`src/design/fpAddSubPkg.sv`:
```
`default_nettype none

package fpAddSubPkg;

	// Half-precision layout
	localparam int expWidth  = 5;
	localparam int manWidth  = 10;
	localparam int dataWidth = 16;

	// Hidden bit, fraction, then guard, round and sticky
	localparam int extWidth  = 14;

	localparam logic [expWidth-1:0] expMax = 5'd31; // Inf and NaN exponent

	typedef enum logic {
		opAdd = 1'b0,
		opSub = 1'b1
	} fpOp;

	// Special encodings
	localparam logic [dataWidth-1:0] qNaN   = 16'h7E00;
	localparam logic [dataWidth-1:0] posInf = 16'h7C00;
	localparam logic [dataWidth-1:0] negInf = 16'hFC00;

endpackage

`default_nettype wire

```
`src/design/fpAddSubPrealign.sv`:
```
`timescale 1ns/1ps
`default_nettype none

module fpAddSubPrealign (
	input  logic [fpAddSubPkg::dataWidth-1:0]  a,
	input  logic [fpAddSubPkg::dataWidth-1:0]  b,
	input  fpAddSubPkg::fpOp                   op,
	output logic [2*fpAddSubPkg::expWidth-1:0] shiftDet, // {expB-expA, expA-expB}
	output logic                               specialValid,
	output logic [fpAddSubPkg::dataWidth-1:0]  specialValue
);

	logic [fpAddSubPkg::expWidth-1:0] expA, expB;
	logic [fpAddSubPkg::manWidth-1:0] manA, manB;
	logic signA, effSignB;
	logic nanA, nanB, infA, infB, zeroA, zeroB;

	assign expA = a[fpAddSubPkg::dataWidth-2:fpAddSubPkg::manWidth];
	assign expB = b[fpAddSubPkg::dataWidth-2:fpAddSubPkg::manWidth];
	assign manA = a[fpAddSubPkg::manWidth-1:0];
	assign manB = b[fpAddSubPkg::manWidth-1:0];
	assign signA = a[fpAddSubPkg::dataWidth-1];
	assign effSignB = b[fpAddSubPkg::dataWidth-1] ^ (op == fpAddSubPkg::opSub); // Sub flips b

	// Both differences wrap, align picks the non-negative one
	assign shiftDet = {expB - expA, expA - expB};

	// Classification, subnormals count as zero
	assign nanA  = (expA == fpAddSubPkg::expMax) && (manA != '0);
	assign nanB  = (expB == fpAddSubPkg::expMax) && (manB != '0);
	assign infA  = (expA == fpAddSubPkg::expMax) && (manA == '0);
	assign infB  = (expB == fpAddSubPkg::expMax) && (manB == '0);
	assign zeroA = (expA == '0);
	assign zeroB = (expB == '0);

	always_comb begin
		specialValid = 1'b1;
		specialValue = fpAddSubPkg::qNaN;
		if (nanA || nanB) begin
			specialValue = fpAddSubPkg::qNaN;
		end else if (infA && infB) begin
			// Opposite effective signs cancel into NaN
			if (signA != effSignB) specialValue = fpAddSubPkg::qNaN;
			else specialValue = signA ? fpAddSubPkg::negInf : fpAddSubPkg::posInf;
		end else if (infA) begin
			specialValue = signA ? fpAddSubPkg::negInf : fpAddSubPkg::posInf;
		end else if (infB) begin
			specialValue = effSignB ? fpAddSubPkg::negInf : fpAddSubPkg::posInf;
		end else if (zeroA && zeroB) begin
			specialValue = {signA & effSignB, {(fpAddSubPkg::dataWidth-1){1'b0}}}; // -0 only if both negative
		end else begin
			specialValid = 1'b0; // Ordinary operands go through the datapath
		end
	end

endmodule

`default_nettype wire

```
`src/design/fpAddSubAlign.sv`:
```
`timescale 1ns/1ps
`default_nettype none

module fpAddSubAlign (
	input  logic [fpAddSubPkg::dataWidth-2:0]  a,        // Magnitude only
	input  logic [fpAddSubPkg::dataWidth-2:0]  b,
	input  logic [2*fpAddSubPkg::expWidth-1:0] shiftDet,
	output logic [fpAddSubPkg::expWidth-1:0]   cExp,     // Common exponent
	output logic                               maxAb,    // 1 when b is larger
	output logic [fpAddSubPkg::expWidth-1:0]   shift,    // Right shift for the smaller mantissa
	output logic [fpAddSubPkg::manWidth-1:0]   mMin,
	output logic [fpAddSubPkg::manWidth-1:0]   mMax
);

	// Exponent sits above fraction, so integer compare orders magnitudes
	assign maxAb = (a < b);

	// Non-negative half of the difference pair
	assign shift = maxAb ? shiftDet[2*fpAddSubPkg::expWidth-1:fpAddSubPkg::expWidth]
		: shiftDet[fpAddSubPkg::expWidth-1:0];

	assign mMin = maxAb ? a[fpAddSubPkg::manWidth-1:0] : b[fpAddSubPkg::manWidth-1:0];
	assign mMax = maxAb ? b[fpAddSubPkg::manWidth-1:0] : a[fpAddSubPkg::manWidth-1:0];

	// Larger operand sets the exponent
	assign cExp = maxAb ? b[fpAddSubPkg::dataWidth-2:fpAddSubPkg::manWidth]
		: a[fpAddSubPkg::dataWidth-2:fpAddSubPkg::manWidth];

endmodule

`default_nettype wire

```
`src/design/fpAddSubShift.sv`:
```
`timescale 1ns/1ps
`default_nettype none

module fpAddSubShift (
	input  logic [fpAddSubPkg::manWidth-1:0] mMin,
	input  logic [fpAddSubPkg::manWidth-1:0] mMax,
	input  logic [fpAddSubPkg::expWidth-1:0] shift,
	input  logic                             minZero,    // Smaller operand has zero exponent
	input  logic                             maxZero,
	output logic [fpAddSubPkg::extWidth-1:0] alignedMin,
	output logic [fpAddSubPkg::extWidth-1:0] alignedMax
);

	logic [fpAddSubPkg::extWidth-1:0]   extMin, extMax;
	logic [2*fpAddSubPkg::extWidth-1:0] wide;          // Room below for bits shifted out
	logic                               lostBits;

	// Hidden bit, fraction, three empty guard positions
	// A zero exponent drops the whole mantissa, so subnormals act as zero
	assign extMin = minZero ? '0 : {1'b1, mMin, 3'b000};
	assign extMax = maxZero ? '0 : {1'b1, mMax, 3'b000};

	assign alignedMax = extMax; // Larger operand never moves

	assign wide = {extMin, {fpAddSubPkg::extWidth{1'b0}}} >> shift;
	assign lostBits = |wide[fpAddSubPkg::extWidth-1:0];

	always_comb begin
		if (shift >= fpAddSubPkg::expWidth'(fpAddSubPkg::extWidth)) begin
			// Everything falls past the sticky position
			alignedMin = {{(fpAddSubPkg::extWidth-1){1'b0}}, |extMin};
		end else begin
			alignedMin = {wide[2*fpAddSubPkg::extWidth-1:fpAddSubPkg::extWidth+1],
				wide[fpAddSubPkg::extWidth] | lostBits};     // Sticky collects shifted-out ones
		end
	end

endmodule

`default_nettype wire

```
`src/design/fpAddSubExecute.sv`:
```
`timescale 1ns/1ps
`default_nettype none

module fpAddSubExecute (
	input  logic [fpAddSubPkg::extWidth-1:0] alignedMin,
	input  logic [fpAddSubPkg::extWidth-1:0] alignedMax,
	input  logic [fpAddSubPkg::expWidth-1:0] cExp,
	input  logic                             maxAb,
	input  logic                             signA,
	input  logic                             signB,
	input  fpAddSubPkg::fpOp                 op,
	output logic [fpAddSubPkg::extWidth:0]   sum,        // Top bit is the carry
	output logic                             resultSign,
	output logic [fpAddSubPkg::expWidth-1:0] exponent,
	output logic                             isZero
);

	logic isSub;
	logic effSub;
	logic effSignB;

	assign isSub = (op == fpAddSubPkg::opSub);
	assign effSignB = signB ^ isSub;

	// Differing effective signs mean magnitude subtraction
	assign effSub = signA ^ signB ^ isSub;

	always_comb begin
		if (effSub) begin
			// Larger minus smaller, never negative
			sum = {1'b0, alignedMax} - {1'b0, alignedMin};
		end else begin
			sum = {1'b0, alignedMax} + {1'b0, alignedMin};
		end
	end

	assign resultSign = maxAb ? effSignB : signA; // Sign of the larger magnitude
	assign exponent = cExp;
	assign isZero = (sum == '0); // Exact cancellation, packed as +0

endmodule

`default_nettype wire

```
`src/design/fpAddSubNormalize.sv`:
```
`timescale 1ns/1ps
`default_nettype none

module fpAddSubNormalize (
	input  logic [fpAddSubPkg::extWidth:0]   sum,
	input  logic [fpAddSubPkg::expWidth-1:0] exponent,
	input  logic                             isZero,
	output logic [fpAddSubPkg::extWidth-1:0] normMan,   // Hidden bit at the top
	output logic [fpAddSubPkg::expWidth:0]   normExp,   // One spare bit for under and overflow
	output logic                             flushZero
);

	logic       carry;
	logic [3:0] lz;              // Leading zeros below the carry bit
	logic [fpAddSubPkg::extWidth-1:0] leftMan;
	logic [fpAddSubPkg::expWidth:0]   leftExp;
	logic [fpAddSubPkg::expWidth:0]   rightExp;

	assign carry = sum[fpAddSubPkg::extWidth];

	// Highest set bit wins since the loop runs upward
	always_comb begin
		lz = '0;
		for (int i = 0; i < fpAddSubPkg::extWidth; i++) begin
			if (sum[i]) lz = 4'(fpAddSubPkg::extWidth - 1 - i);
		end
	end

	assign leftMan = sum[fpAddSubPkg::extWidth-1:0] << lz;
	assign leftExp = {1'b0, exponent} - {2'b00, lz};
	assign rightExp = {1'b0, exponent} + 1'b1;

	always_comb begin
		if (carry) begin
			// One step right, dropped bit stays in sticky
			normMan = {sum[fpAddSubPkg::extWidth:2], sum[1] | sum[0]};
			normExp = rightExp;
		end else begin
			normMan = leftMan;
			normExp = leftExp;
		end
	end

	// Zero or negative exponent flushes, sign bit of normExp marks negative
	// An exact zero sum goes the same way
	assign flushZero = isZero || normExp[fpAddSubPkg::expWidth] || (normExp == '0);

endmodule

`default_nettype wire

```
`src/design/fpAddSubRound.sv`:
```
`timescale 1ns/1ps
`default_nettype none

module fpAddSubRound (
	input  logic [fpAddSubPkg::extWidth-1:0]  normMan,
	input  logic [fpAddSubPkg::expWidth:0]    normExp,
	input  logic                              resultSign,
	input  logic                              flushZero,
	input  logic                              specialValid,
	input  logic [fpAddSubPkg::dataWidth-1:0] specialValue,
	output logic [fpAddSubPkg::dataWidth-1:0] result
);

	logic guardBit, roundBit, stickyBit, lsb;
	logic roundUp;
	logic [fpAddSubPkg::manWidth+1:0] rounded;   // Carry, hidden bit, fraction
	logic                             roundCarry;
	logic [fpAddSubPkg::expWidth:0]   finalExp;
	logic [fpAddSubPkg::manWidth-1:0] finalMan;
	logic                             overflow;

	assign guardBit  = normMan[2];
	assign roundBit  = normMan[1];
	assign stickyBit = normMan[0];
	assign lsb       = normMan[3];

	// Nearest even, exact ties go to an even LSB
	assign roundUp = guardBit & (roundBit | stickyBit | lsb);

	assign rounded = {1'b0, normMan[fpAddSubPkg::extWidth-1:3]} + roundUp;
	assign roundCarry = rounded[fpAddSubPkg::manWidth+1];

	// Rounding carry leaves 1.000 with a zero fraction
	assign finalMan = rounded[fpAddSubPkg::manWidth-1:0];
	assign finalExp = normExp + roundCarry;

	// Unsigned test, flush cases never get here
	assign overflow = (finalExp >= {1'b0, fpAddSubPkg::expMax});

	always_comb begin
		if (specialValid) begin
			result = specialValue; // NaN, infinity and zero bypass
		end else if (flushZero) begin
			result = '0;
		end else if (overflow) begin
			result = resultSign ? fpAddSubPkg::negInf : fpAddSubPkg::posInf;
		end else begin
			result = {resultSign, finalExp[fpAddSubPkg::expWidth-1:0], finalMan};
		end
	end

endmodule

`default_nettype wire

```
`src/design/fpAddSub.sv`:
```
`timescale 1ns/1ps
`default_nettype none

module fpAddSub (
	input  logic                              clk,
	input  logic                              reset,
	input  logic                              inValid,
	input  logic [fpAddSubPkg::dataWidth-1:0] a,
	input  logic [fpAddSubPkg::dataWidth-1:0] b,
	input  fpAddSubPkg::fpOp                  op,
	output logic                              outValid,
	output logic [fpAddSubPkg::dataWidth-1:0] result
);

	localparam int ew = fpAddSubPkg::expWidth;
	localparam int mw = fpAddSubPkg::manWidth;
	localparam int dw = fpAddSubPkg::dataWidth;
	localparam int xw = fpAddSubPkg::extWidth;

	// Stage 0
	logic [2*ew-1:0] shiftDet;
	logic            specialValid0;
	logic [dw-1:0]   specialValue0;
	logic [ew-1:0]   cExp0, shift0;
	logic            maxAb0;
	logic [mw-1:0]   mMin0, mMax0;

	// Rank 1
	logic              valid1;
	logic [ew-1:0]     cExp1, shift1;
	logic              maxAb1, signA1, signB1, zeroA1, zeroB1;
	logic [mw-1:0]     mMin1, mMax1;
	fpAddSubPkg::fpOp  op1;
	logic              specialValid1;
	logic [dw-1:0]     specialValue1;

	// Stage 1
	logic [xw-1:0] alignedMin, alignedMax;
	logic [xw:0]   sum1;
	logic          resultSign1, isZero1;
	logic [ew-1:0] exponent1;

	// Rank 2
	logic          valid2;
	logic [xw:0]   sum2;
	logic          resultSign2, isZero2;
	logic [ew-1:0] exponent2;
	logic          specialValid2;
	logic [dw-1:0] specialValue2;

	// Stage 2
	logic [xw-1:0] normMan;
	logic [ew:0]   normExp;
	logic          flushZero;
	logic [dw-1:0] result2;

	fpAddSubPrealign prealign_inst (
		.a(a), .b(b), .op(op),
		.shiftDet(shiftDet), .specialValid(specialValid0), .specialValue(specialValue0)
	);

	fpAddSubAlign align_inst (
		.a(a[dw-2:0]), .b(b[dw-2:0]), .shiftDet(shiftDet),
		.cExp(cExp0), .maxAb(maxAb0), .shift(shift0), .mMin(mMin0), .mMax(mMax0)
	);

	// Valid ranks only, the payload runs free
	always_ff @(posedge clk) begin
		if (reset) begin
			valid1   <= 1'b0;
			valid2   <= 1'b0;
			outValid <= 1'b0;
		end else begin
			valid1   <= inValid;
			valid2   <= valid1;
			outValid <= valid2;
		end
	end

	always_ff @(posedge clk) begin
		cExp1         <= cExp0;
		maxAb1        <= maxAb0;
		shift1        <= shift0;
		mMin1         <= mMin0;
		mMax1         <= mMax0;
		signA1        <= a[dw-1];
		signB1        <= b[dw-1];
		zeroA1        <= (a[dw-2:mw] == '0); // Zero exponent, subnormal included
		zeroB1        <= (b[dw-2:mw] == '0);
		op1           <= op;
		specialValid1 <= specialValid0;
		specialValue1 <= specialValue0;
	end

	fpAddSubShift shift_inst (
		.mMin(mMin1), .mMax(mMax1), .shift(shift1),
		.minZero(maxAb1 ? zeroA1 : zeroB1), // Zero flags follow the swap
		.maxZero(maxAb1 ? zeroB1 : zeroA1),
		.alignedMin(alignedMin), .alignedMax(alignedMax)
	);

	fpAddSubExecute execute_inst (
		.alignedMin(alignedMin), .alignedMax(alignedMax), .cExp(cExp1),
		.maxAb(maxAb1), .signA(signA1), .signB(signB1), .op(op1),
		.sum(sum1), .resultSign(resultSign1), .exponent(exponent1), .isZero(isZero1)
	);

	always_ff @(posedge clk) begin
		sum2          <= sum1;
		resultSign2   <= resultSign1;
		exponent2     <= exponent1;
		isZero2       <= isZero1;
		specialValid2 <= specialValid1;
		specialValue2 <= specialValue1;
	end

	fpAddSubNormalize normalize_inst (
		.sum(sum2), .exponent(exponent2), .isZero(isZero2),
		.normMan(normMan), .normExp(normExp), .flushZero(flushZero)
	);

	fpAddSubRound round_inst (
		.normMan(normMan), .normExp(normExp), .resultSign(resultSign2),
		.flushZero(flushZero), .specialValid(specialValid2),
		.specialValue(specialValue2), .result(result2)
	);

	always_ff @(posedge clk) begin
		result <= result2; // Output rank
	end

endmodule

`default_nettype wire

```
`config.mk`:
```
export PLATFORM = sky130hd
export DESIGN_NAME = fpAddSub
export DESIGN_NICKNAME = d
export VERILOG_FILES = /design/src/design/fpAddSubPkg.sv /design/src/design/fpAddSubPrealign.sv /design/src/design/fpAddSubAlign.sv /design/src/design/fpAddSubShift.sv /design/src/design/fpAddSubExecute.sv /design/src/design/fpAddSubNormalize.sv /design/src/design/fpAddSubRound.sv /design/src/design/fpAddSub.sv
export SDC_FILE = /design/constraint.sdc
export NUM_CORES = 1
export LEC_CHECK = 0
export ABC_CLOCK_PERIOD_IN_PS = 11170
export BUFFER_PORTS_ARGS = -buffer_cell sky130_fd_sc_hd__buf_2
export CORE_ASPECT_RATIO = 0.5
export CORE_MARGIN = 3
export CORE_UTILIZATION = 40
export CTS_BUF_LIST = sky130_fd_sc_hd__clkbuf_4 sky130_fd_sc_hd__clkbuf_8 sky130_fd_sc_hd__clkbuf_16
export DETAILED_ROUTE_END_ITERATION = 10
export PLACE_DENSITY_LB_ADDON = 0.08
export SETUP_SLACK_MARGIN = 0.3
export SYNTH_ARGS = -nofsm -noshare
export SYNTH_HDL_FRONTEND = slang
export SYNTH_HIERARCHICAL = 1
export SYNTH_SLANG_ARGS = --single-unit
```
`constraint.sdc`:
```
create_clock -name clk -period 11.17 [get_ports clk]
set_clock_uncertainty 0.05 [all_clocks]
set_input_delay 1.117 -clock clk [delete_from_list [all_inputs] [get_ports clk]]
set_output_delay 1.117 -clock clk [all_outputs]
set_load 0.01 [all_outputs]
```
======== Word-level counts from Yosys, hierarchy flattened ========
Index checks and enable logic that the tools add are counted.
storage, ports and cells
  bits in writable memories ............... 0
  bits in read-only memories .............. 0
  output and inout port bits .............. 17
  word-level logic and storage cells ...... 107
  memories kept ........................... 0
  latch bits .............................. 0
  input bits .............................. 36
  register bits after elaboration ......... 111
cells by class
  muxes and demuxes ....................... 39
  $lt $le $gt $ge ......................... 3
  bitwise logic cells ..................... 10
  reduce and logical (&&, ||, !) cells .... 20
  add/sub/neg operators ................... 8
  divide/modulo/power cells ............... 0
  equal/unequal tests ..................... 3
  multipliers ............................. 0
  shifts and indexed selects .............. 2
operators with widths
  cell                   count
  $mux W16               11
  $mux W14               4
  $mux W4                14
  $reduce_or A14 Y1      2
  $shr A28 B5 Y28        1
  $logic_not A10 Y1      2
  $mux W10               2
  $reduce_bool A10 Y1    2
  $add A14 B14 Y15       1
  $logic_not A15 Y1      1
  $lt A15 B15 Y1         1
  $mux W15               1
  $sub A14 B14 Y15       1
  $shl A14 B4 Y14        1
  $add A11 B1 Y12        1
  $eq A5 B5 Y1 const B   2
  $logic_not A5 Y1       2
  $mux W5                2
  $sub A5 B5 Y5          2
  $add A5 B1 Y6 const B  1
  $add A6 B1 Y6          1
  $ge A6 B5 Y1 const B   1
  $logic_and A1 B1 Y1    6
  $logic_not A6 Y1       1
  other kinds (10)       22

======== Logic depth before layout (Yosys ltp) ========
Gate-level depths: netlist of the first run.
  word-level depth ........................ 25
  mapped depth ............................ 22
  mapped depth without buffers ............ 19

======== Modules after synthesis ========
Netlist of the first run, hierarchy kept.
by module, submodules not included
  module             cells each  seq. area each (um2)  instances  area an instance (um2)
  fpAddSub           120         2222.1                1          2285.9
  fpAddSubExecute    162         0.0                   1          1157.4
  fpAddSubNormalize  174         0.0                   1          1146.1
  fpAddSubShift      133         0.0                   1          958.4
  fpAddSubAlign      86          0.0                   1          734.5
  fpAddSubPrealign   86          0.0                   1          634.4
  fpAddSubRound      79          0.0                   1          545.5

======== Worst setup path before layout of the first run ========
Ideal clock, no wire load.
  path type ............................... register -> register
  from .................................... register shift1[2]
  to ...................................... register isZero2
  data required time ...................... 11.033 ns
  stages on the path, launching flop included .. 21
  clock period less this slack ............ 4.764 ns
  buffers on the path ..................... 2
  setup slack ............................. 6.406 ns
  library setup time ...................... 0.087 ns
  data arrival time ....................... 4.626 ns
  cell sequence ........................... dfxtp_1 -> buf_6 -> mux2_4 -> mux2_2 -> a221o_1 -> o41ai_2 -> o211ai_1 -> inv_1 -> ha_1 -> nor3b_1 -> and2_1 -> nor2_1 -> xnor2_1 -> ha_1 -> clkbuf_1 -> and2_1 -> a21oi_1 -> nor2b_1 -> or4_1 -> a2111o_1 -> nor4b_2
between the ends
  word-level cells in the longest chain between the ends .. 7
  elaborated cells on any way between the ends .. 9
  classes of those cells .................. 2 x add/sub; 1 x order compare; 1 x shift; 2 x mux; 1 x bitwise; 2 x reduce/logical
ends and longest elaborated chain
  item                                                  line                                          RTL
  start: declaration                                    fpAddSub.sv:30                                logic [ew-1:0] cExp1, shift1;
  start signal: assignment                              fpAddSub.sv:83                                shift1 <= shift0;
  $shr A28 B5 Y28                                       fpAddSubShift.sv:25                           assign wide = {extMin, {fpAddSubPkg::extWidth{1'b0}}} >> shift;
  $reduce_or A14 Y1                                     fpAddSubShift.sv:26                           assign lostBits = |wide[fpAddSubPkg::extWidth-1:0];
  $or A1 B1 Y1                                          fpAddSubShift.sv:34                           wide[fpAddSubPkg::extWidth] | lostBits};
  $mux W14 (*)                                          fpAddSubShift.sv:29                           if (shift >= fpAddSubPkg::expWidth'(fpAddSubPkg::extWidth)) begin
  net alignedMin[0]                                     fpAddSub.sv:38                                logic [xw-1:0] alignedMin, alignedMax;
  $add A14 B14 Y15 or $sub A14 B14 Y15 (tied branches)  fpAddSubExecute.sv:33, fpAddSubExecute.sv:31
  $mux W15 (*)                                          fpAddSubExecute.sv:29                         if (effSub) begin
  $logic_not A15 Y1 (*)                                 fpAddSubExecute.sv:39                         assign isZero = (sum == '0);
  net isZero1                                           fpAddSub.sv:40                                logic resultSign1, isZero1;
  end signal: assignment                                fpAddSub.sv:112                               isZero2 <= isZero1;
  end: declaration                                      fpAddSub.sv:46                                logic resultSign2, isZero2;
Mark *: on every way through the listed nets, which the timed path passes. The rest lies on a longest branch.
A chain may end at the register's enable or synchronous reset.

======== Worst setup path in the final report of the first run ========
Ends and elaborated chain as after synthesis.

==> flow_summary.toml, run 1 <==
[clock_tree]
worst_skew_pair.late_latency_ns = 0.35
postCtsResizedCells = 0
post-cts-setup-buffers = 0
clkSinkCount = 111
cts_max_level = 3
cts_made_buffers = 9
cts_root_buf = "clkbuf_16"
holdBufCountCts = 0
cts_tree = "yes"
clock_path_buffers = 2
clkTransAtPathRegs_ns = 0.08

[setup_path]
end_kind = "register"
crit_slowest_cell = "dfxtp_1"
crit_path_start_kind = "register"
critical_path.max_fanout = 29
timing.critical_path.buf_inv = 1
required_ns = 11.38
critPathMaxStageDelay_ns = 0.94
crit_chain = "mux2_2 > mux2_2 > a221o_1 > o41ai_2 > o211ai_1 > inv_1 > ha_1 > nor3b_1 > and2_1 > nor2_1 > xnor2_1 > ha_1 > and2_1 > a21oi_1 > nor2b_1 > or4_1 > a2111o_1 > nor4b_2"
critical_path_class = "register to register"
path_delay_family = "simple AND/OR/NAND/NOR gates"
cp_data_arrival_time_ns = 5.92
r2r_cells = 18
crit_cells = 18

[detailed_routing]
routed-via-count = 5923
drc = 0
drtPass1Iterations = 4
dr.first_iter.drc_count = 461
vias_per_cell = 5.38
antenna_left = 0
drt_wl_total_um = 17300
wl_per_cell_um = 15.7

[timing]
maxSlewHeadroom_pct = 37.3
min_period_over_period_pct = 51.1
max_freq_ghz = 0.175
whs_ns = 0.277
slew_violations = 0
worst_pin_slew_ns = 0.939
layout_min_cycle_time_ns = 5.71
setup_viol = 0
tns_ns = 0
rsz0062_at_grt = "false"
hold_violations = 0

[synth]
ys_types = 97
ys_ff_latch = 111
ys_seq_area_share_pct = 29.8
avgSynthCellArea_um2 = 8.88
synth-edff-count = 0
synthCells = 840
synth_top_flop_cell = "dfxtp_1"
ys_warn_count = 6
syn_area_um2 = 7460
async_reset_ff_share_pct = 0

[final_layout]
antenna_cells = 0
final_util_pct = 44.8
instances_no_fill = 1101
layout.nets = 949
fillerInstances = 1766
drive_gt1_share_pct = 16.8
area_growth_pct = 6.92

[floorplanning]
start_util_pct = 41.9
fp.dieArea_um2 = 20400
die-width_um = 199
core-area_um2 = 17800
die_y_um = 103
rows = 34
ios = 53

[outcome]
outcome = "finished clean"

[placement]
port_buffers = 52
place_congestion = 0.925
dp.cells = 1085
dp_hpwl_um = 13400

[global_route]
antenna_found_initial = 0
grt_pass1_wl_um = 28400
grt_pass1_vias = 5620
grt_overflow = 0
track_usage_pct = 17.2
grt_max_degree = 32

[pwr]
fin_total_pwr_uw = 2270
peakVddDrop_v = 0.000147
power.density_nw_per_um2 = 285
total_leakage_power_uw = 0.00340

[run]
cap_viol_max_count = 0

[min_path]
whs_path_depth = 0
hp-class = "register to register"
==> cells in the mapped netlist (12+ instances only) <==
cell type  instances  share of area, %
nand3_1           23               1.5
mux2i_1           13               1.7
nor2b_1           21               1.8
dfxtp_1          111                30
a21oi_1           49               3.3
clkbuf_1          12              0.60
o21ai_0           24               1.6
inv_1             60               3.0
xnor2_1           32               3.8
mux2_2            42               6.3
buf_4             22               2.2
ha_1              47               7.9
o31ai_1           14               1.4
nand2_1           54               2.7
nor2_1            59               3.0
nor3_1            16               1.1
xor2_1            14               1.6
==> flip-flops by register name, summed over array words and instances (netlist names), 10 cells and up <==
signal and count:
specialValue2 16, result 16, specialValue1 16, mMax1 10, mMin1 10, sum2 15
==> where the power goes <==
group | switching [uW] | internal (uW)
logic | 778 | 567
registers | 118 | 483
clock network | 149 | 177
==> per-stage QoR <==
stage                     setup slack (ns)  cell area (um2)
final                                 5.46             7980
after global routing                  5.03             7980
after CTS                             5.46             7980
after detailed placement              5.49             7670
after global placement                5.62             7670
after floorplan                       6.41             7500
==> placed cells by master (no fill, tap or decap), types with 14 or more instances in the layout <==
cell / n
a21oi_1: 49
buf_2: 52
dfxtp_1: 111
ha_1: 47
inv_1: 60
mux2_2: 42
nand2_1: 54
nand3_1: 23
nor2_1: 59
nor2b_1: 21
nor3_1: 16
o21ai_0: 24
o31ai_1: 14
xnor2_1: 32
xor2_1: 14
==> metal layers <==
layer  global-route usage, %  share of wire, %
met3                    3.66               4.4
met1                    24.4                51
met5                       0                 0
met4                    4.75               1.3
met2                    26.4                43
==> worst register-to-register path: stages, from the launching register on <==
cell and delay, ns:
dfxtp_1 0.94, mux2_2 0.45, mux2_2 0.29, a221o_1 0.36, o41ai_2 0.21, o211ai_1 0.22
inv_1 0.11, ha_1 0.16, nor3b_1 0.38, and2_1 0.23, nor2_1 0.06, xnor2_1 0.15
ha_1 0.40, and2_1 0.24, a21oi_1 0.16, nor2b_1 0.07, or4_1 0.48, a2111o_1 0.43
nor4b_2 0.26
==> cell families after synthesis <==
| group | Yosys count | share of synthesized area (%) |
|---|---|---|
| XOR/XNOR | 47 | 5.72 |
| flip-flops | 111 | 29.8 |
| multiplexers | 60 | 9.09 |
| buffers and inverters | 115 | 8.42 |
| AND/OR/NAND/NOR | 256 | 18.7 |
| other | 2 | 0.101 |
| AO/OA/AOI/OAI | 198 | 19.2 |
| adder cells (fa/ha/maj) | 51 | 8.95 |
==> worst paths after layout <==
kind	startpoint	slack (ns)	end
setup / recovery	shift1[2]	5.46	isZero2
hold / removal	specialValue1[7]	0.28	specialValue2[7]
setup reg to reg	shift1[2]	5.46	isZero2
hold reg to reg	specialValue1[7]	0.28	specialValue2[7]
==> layout make-up <==
cell class | count | area [um2] | area share [%]
multi-input cells | 624 | 4650 | 58.3
flip-flops and latches | 111 | 2220 | 27.9
well taps | 234 | 293 | 3.67
repair buffers | 54 | 275 | 3.45
inverters | 62 | 233 | 2.92
clock buffers | 9 | 225 | 2.82
clock inverters | 7 | 81.3 | 1.02
No activity file was read; power rests on OpenSTA's default activity.
==> inputs of run 2 (changes only) <==
- ABC_CLOCK_PERIOD_IN_PS: 11170 -> 4800
- clock period: 11.17 -> 4.8 ns (I/O delays scaled with it)
==> run 2 against run 1 <==
Against the previous run:
- sequential power grew 120%
- maximum frequency grew 21%
- critical path type unchanged
- first-iteration DRC count grew 5.2%
- utilization grew 3.8 points
==> flow_summary.toml, run 2 (synthesized netlist as in run 1, its figures left out) <==
[final_layout]
mostFrequentLayoutCell = "dfxtp_1"
fillerInstances = 1713
area_growth_pct = 16.1
register_area_um2 = 2230
drive_gt1_share_pct = 26.3
multi_input_area_um2 = 4900
largest_registers = "result x16, specialValue1 x16, specialValue2 x16"
final_cell_mix = "105 x dfxtp_1, 60 x inv_1, 58 x nor2_1"
layout.nets = 1002
final_util_pct = 48.6
antenna_cells = 0

[setup_path]
crit_chain = "mux2_4 > mux2_4 > a221o_1 > o41ai_2 > o211ai_1 > inv_1 > ha_2 > nor3b_4 > buf_4 > and2_4 > nor2_1 > xnor2_1 > ha_1 > and2_4 > a21oi_2 > nor2b_1 > or4_4 > a2111o_1 > nor4b_2"
cp-startpoint = "shift1[2]"
critPathMaxStageDelay_ns = 0.48
end_kind = "register"
cp_data_arrival_time_ns = 4.94
required_ns = 5.02
r2r-start = "shift1[2]"
critical_path.max_fanout = 7
crit_path_start_kind = "register"
crit_slowest_cell = "or4_4"
critical_path_class = "register to register"

[pwr]
power.density_nw_per_um2 = 675
total_leakage_power_uw = 0.00375
peakVddDrop_v = 0.000239

[placement]
pre_cts_ws_ns = 0.0264
dp_hpwl_um = 13900
port_buffers = 52
place_congestion = 0.931

[global_route]
grt_pass1_wl_um = 29500
track_usage_pct = 17.9
met1_usage_pct = 25.5
top_usage_layer = "met2"
grt_pass1_vias = 5756
grt_overflow = 0
grt_max_degree = 32
use_met2_pct = 28.0
antenna_found_initial = 0
grt_util_met3_pct = 3.53

[timing]
layout_min_cycle_time_ns = 4.72
rsz0062_at_grt = "true"
slew_violations = 0
maxSlewHeadroom_pct = 57.1
worst_pin_slew_ns = 0.642
hold_violations = 0
setup_viol = 0
max_freq_ghz = 0.212
min_period_over_period_pct = 98.3
layout_setup_ws_ns = 0.0796

[clock_tree]
clkTransAtPathRegs_ns = 0.08
cts_root_buf = "clkbuf_16"
cts_max_level = 3
holdBufCountCts = 0
clock_path_buffers = 2
worst_skew_pair.late_latency_ns = 0.36
cts_made_buffers = 9
clkSinkCount = 111
cts_tree = "yes"

[floorplanning]
rows = 34
ios = 53
die-width_um = 199
core-area_um2 = 17800
fp.dieArea_um2 = 20400
die_y_um = 103
start_util_pct = 41.9

[run]
cap_viol_max_count = 0

[detailed_routing]
antenna_left = 0
vias_per_cell = 5.40
routed-via-count = 6226
drt_wl_total_um = 18200
drtPass1Iterations = 5
wl_per_cell_um = 15.8
drc = 0
dr.first_iter.drc_count = 485

[min_path]
hp-class = "input pin to register"
worst_hold_startpoint = "b[15]"

[outcome]
outcome = "finished clean"
run 2: changes by cell type in the layout (fill, tap and decap cells not counted), sizes merged:
cell,change
clkinvlp,-2
bufinv,-1
buf,+53
inv,+3
run 2: what timing repair did:
item,4_1_cts,5_1_grt
pin swaps,12,28
buffers inserted,10,13
gates resized for setup,10,45
gates cloned,0,0
endpoints found under the hold margin,0,0
setup endpoints to repair,10,16
run 2: final timing paths:
check | slack, ns | cells past startpoint | end
worst min register to register | 0.28 | 0 | specialValue2[0]
worst min-delay path | 0.20 | 1 | signB1
worst max register to register | 0.08 | 19 | isZero2
worst max-delay path | 0.08 | 19 | isZero2
run 2: where the power goes:
group	switching, uW	internal, uW
clock network	384	379
registers	212	1130
logic	2080	1670
total	2670	3170
run 2: area by class of cell:
class / count / area share [%]
timing repair buffer: 107 / 7.96
inverter: 62 / 2.69
clock buffer: 9 / 2.60
tap: 234 / 3.38
multi-input combinational: 624 / 56.6
sequential: 111 / 25.8
clock inverter: 7 / 1.03
run 2: metrics by stage:
step | hold slack [ns] | instances | instance area, um2 | total power (uW) | TNS, ns
3_5_place_dp | 0.262 | 1115 | 7940 | 4740 | 0
6_report | 0.201 | 1154 | 8660 | 5850 | 0
3_3_place_gp | 0.260 | 1115 | 7940 | 4730 | 0
2_1_floorplan | 0.260 | 850 | 7530 | 3870 | 0
5_1_grt | 0.185 | 1154 | 8660 | 6340 | -0.149
4_1_cts | 0.186 | 1141 | 8370 | 5590 | 0
run 2: routing by layer:
| layer | up-vias | wire length (um) | share of wire [%] |
|---|---|---|---|
| li1 | 3145 | - | - |
| met4 | 0 | 229 | 1.3 |
| met3 | 27 | 674 | 3.7 |
| met1 | 2906 | 9370 | 51 |
| met2 | 148 | 7960 | 44 |
| met5 | - | 0 | 0 |
run 2: critical path, delay by kind of cell (launching register included):
kind	cells	cell delay, ns
flops	1	0.39
simple gates	7	1.32
mux	2	0.61
buf+inv	2	0.23
compound gates	5	1.39
fa+ha+maj	2	0.51
xor+xnor	1	0.15
==> inputs of run 3 (changes only) <==
- ABC_AREA: default -> 1
==> run 3 against run 2 <==
Against the previous run:
- register-to-register slack gained 0.65 ns
- combinational power up 3%
- design area decreased by 2.8%
- synthesized cell count rose by 42%
- critical path depth up 4
==> flow_summary.toml, run 3 <==
[timing]
layout_min_cycle_time_ns = 4.07
hold_violations = 0
layout_setup_ws_ns = 0.733
maxSlewHeadroom_pct = 24.0
min_period_over_period_pct = 84.7
whs_ns = 0.206
worst_pin_slew_ns = 1.13
setup_viol = 0
max_freq_ghz = 0.246
tns_ns = 0
slew_violations = 0
rsz0062_at_grt = "false"

[detailed_routing]
drt_wl_total_um = 18400
drtPass1Iterations = 5
wl_per_cell_um = 12.4
vias_per_cell = 4.75
routed-via-count = 7041
drc = 0
antenna_left = 0
dr.first_iter.drc_count = 408

[floorplanning]
ios = 53
start_util_pct = 41.5
rows = 35
fp.dieArea_um2 = 21200
die_y_um = 105
die-width_um = 203
core-area_um2 = 18700

[pwr]
peakVddDrop_v = 0.000260
power.density_nw_per_um2 = 694
fin_total_pwr_uw = 5840
total_leakage_power_uw = 0.00452

[placement]
port_buffers = 52
dp_hpwl_um = 14900
pre_cts_ws_ns = 0.356
place_congestion = 0.927

[synth]
ys_warn_count = 6
yosys-top-cells-count = "343 x nand2_1, 173 x nand3_1, 168 x inv_1, 111 x dfxtp_1, 93 x nor2_1"
synthTopCellsByArea = "dfxtp_1 29%, nand2_1 17%, nand3_1 11%, inv_1 8.1%, ha_1 7.6%"
ys_seq_area_share_pct = 28.6
synth-edff-count = 0
avgSynthCellArea_um2 = 6.52
ys_ff_latch = 111
yosysTopAreaCell = "dfxtp_1"
async_reset_ff_share_pct = 0
ys_types = 51
synth_top_flop_cell = "dfxtp_1"
post-synth-top-count-cell = "nand2_1"
synth_top_area_share_pct = 28.6
syn_area_um2 = 7770
synthCells = 1191

[min_path]
worst_hold_startpoint = "op"
hold_path_end = "op1"
hp-class = "input pin to register"
whs_path_depth = 1

[clock_tree]
clkTransAtPathRegs_ns = 0.08
cts_max_level = 3
cts_tree = "yes"
worst_skew_pair.late_latency_ns = 0.35
cts_root_buf = "clkbuf_16"
holdBufCountCts = 0
clkSinkCount = 111
cts_made_buffers = 9
clock_path_buffers = 2

[setup_path]
reg2reg_to = "isZero2"
end_kind = "register"
critPathMaxStageDelay_ns = 0.54
crit_chain = "nor2_1 > a21oi_2 > nor2_2 > nand2_1 > nand3_1 > nand2_1 > o21ai_1 > nor2_1 > nand3_1 > nand2_1 > a21oi_2 > inv_1 > ha_1 > o21ai_0 > fa_1 > or2_2 > nor2_1 > nand3_1 > nor2_1 > nand2_1 > nor2_2 > nand2_1 > nor3_2"
crit_path_start_kind = "register"
critical_path.max_fanout = 11
timing.critical_path.buf_inv = 1
r2r-start = "maxAb1"
r2r_cells = 23
crit_top_cell = "nand2_1"
rrSetupSlack_ns = 0.73
cp_data_arrival_time_ns = 4.30
path_delay_family = "simple AND/OR/NAND/NOR gates"
crit_slowest_cell = "fa_1"
required_ns = 5.04
critical_path_class = "register to register"

[global_route]
antenna_found_initial = 0
grt_overflow = 0
grt_max_degree = 32
track_usage_pct = 17.3
grt_pass1_vias = 6562
grt_pass1_wl_um = 30700

[final_layout]
final_cell_mix = "342 x nand2_1, 173 x nand3_1, 166 x inv_1"
area_growth_pct = 8.34
drive_gt1_share_pct = 13.1
mostFrequentLayoutCell = "nand2_1"
layout.nets = 1306
final_util_pct = 45.0
antenna_cells = 0
largest_registers = "result x16, specialValue1 x16, specialValue2 x16"

[run]
cap_viol_max_count = 0

[outcome]
outcome = "finished clean"
==> run 3: cell types whose count changed after synthesis, moves of 12 or more <==
cell / change
nor2_1: +34
mux2_2: -42
nand3_1: +150
a21oi_1: -21
xnor2_1: -25
mux2i_1: -13
inv_1: +108
nor2_2: +12
nor2b_1: -21
nor3_1: -12
nand2_2: +27
o31ai_1: -12
nand2_1: +289
==> run 3: power by group <==
part	internal [uW]	switching [uW]	total, uW
sequential	1130	118	1250
combinational	1290	2550	3840
clock	374	375	749
==> run 3: logic make-up (layout without fill, tap and decap cells) <==
kind of cell               count (synthesis)  count (layout)  synth area share, %
xor gates and xnor gates                  33              33                 3.82
adders and majority gates                 51              51                 8.60
other                                      2              12               0.0967
DFF                                      111             111                 28.6
and+or+nand+nor                          691             691                 39.8
buffers and inverters                    231             254                 13.8
AOI/OAI and AO/OA                         72              72                 5.28
==> run 3: metal layers <==
layer,routed length (um),track usage (%)
met2,8280,28.5
met4,225,3.39
met1,9260,23.7
met3,643,3.49
met5,0,0
==> run 3: repair_timing <==
item                       in CTS  in global routing
buffers inserted                0                  3
setup endpoints to repair       0                 15
resized for setup               0                 18
==> run 3: cell type report <==
| class | instances | area [um2] |
|---|---|---|
| Fill cell | 1991 | 10300 |
| Clock inverter | 7 | 83.8 |
| Timing Repair Buffer | 60 | 320 |
| Tap cell | 259 | 324 |
| Multi-Input combinational cell | 859 | 4570 |
| Clock buffer | 9 | 225 |
| Inverter | 178 | 668 |
| Sequential cell | 111 | 2220 |
==> run 3: metrics by stage <==
step                      cell area [um2]  instances
after global placement               8020       1464
after floorplan                      7810       1201
after global routing                 8420       1483
after CTS                            8330       1480
after detailed placement             8020       1464
final                                8420       1483
==> run 3: worst reg2reg max path, stage by stage, from the launching register on <==
cell and delay [ns]:
dfxtp_2 0.35, nor2_1 0.11, a21oi_2 0.07, nor2_2 0.35, nand2_1 0.13, nand3_1 0.09, nand2_1 0.08, o21ai_1 0.21
nor2_1 0.07, nand3_1 0.08, nand2_1 0.06, a21oi_2 0.14, inv_1 0.07, ha_1 0.28, o21ai_0 0.38, fa_1 0.54
or2_2 0.31, nor2_1 0.10, nand3_1 0.08, nor2_1 0.11, nand2_1 0.07, nor2_2 0.11, nand2_1 0.07, nor3_2 0.09
==> run 3: how the worst max path moves through the flow <==
stage                     startpoint   endpoint  slack (ns)  cells past startpoint
after detailed placement     sum2[6]  result[0]        0.36                     22
after global routing         sum2[1]  result[2]        0.27                     33
after global placement       sum2[6]  result[0]        0.39                     22
after floorplan               maxAb1    isZero2        1.27                     34
after CTS                    sum2[6]  result[0]        0.35                     22
final                         maxAb1    isZero2        0.73                     23
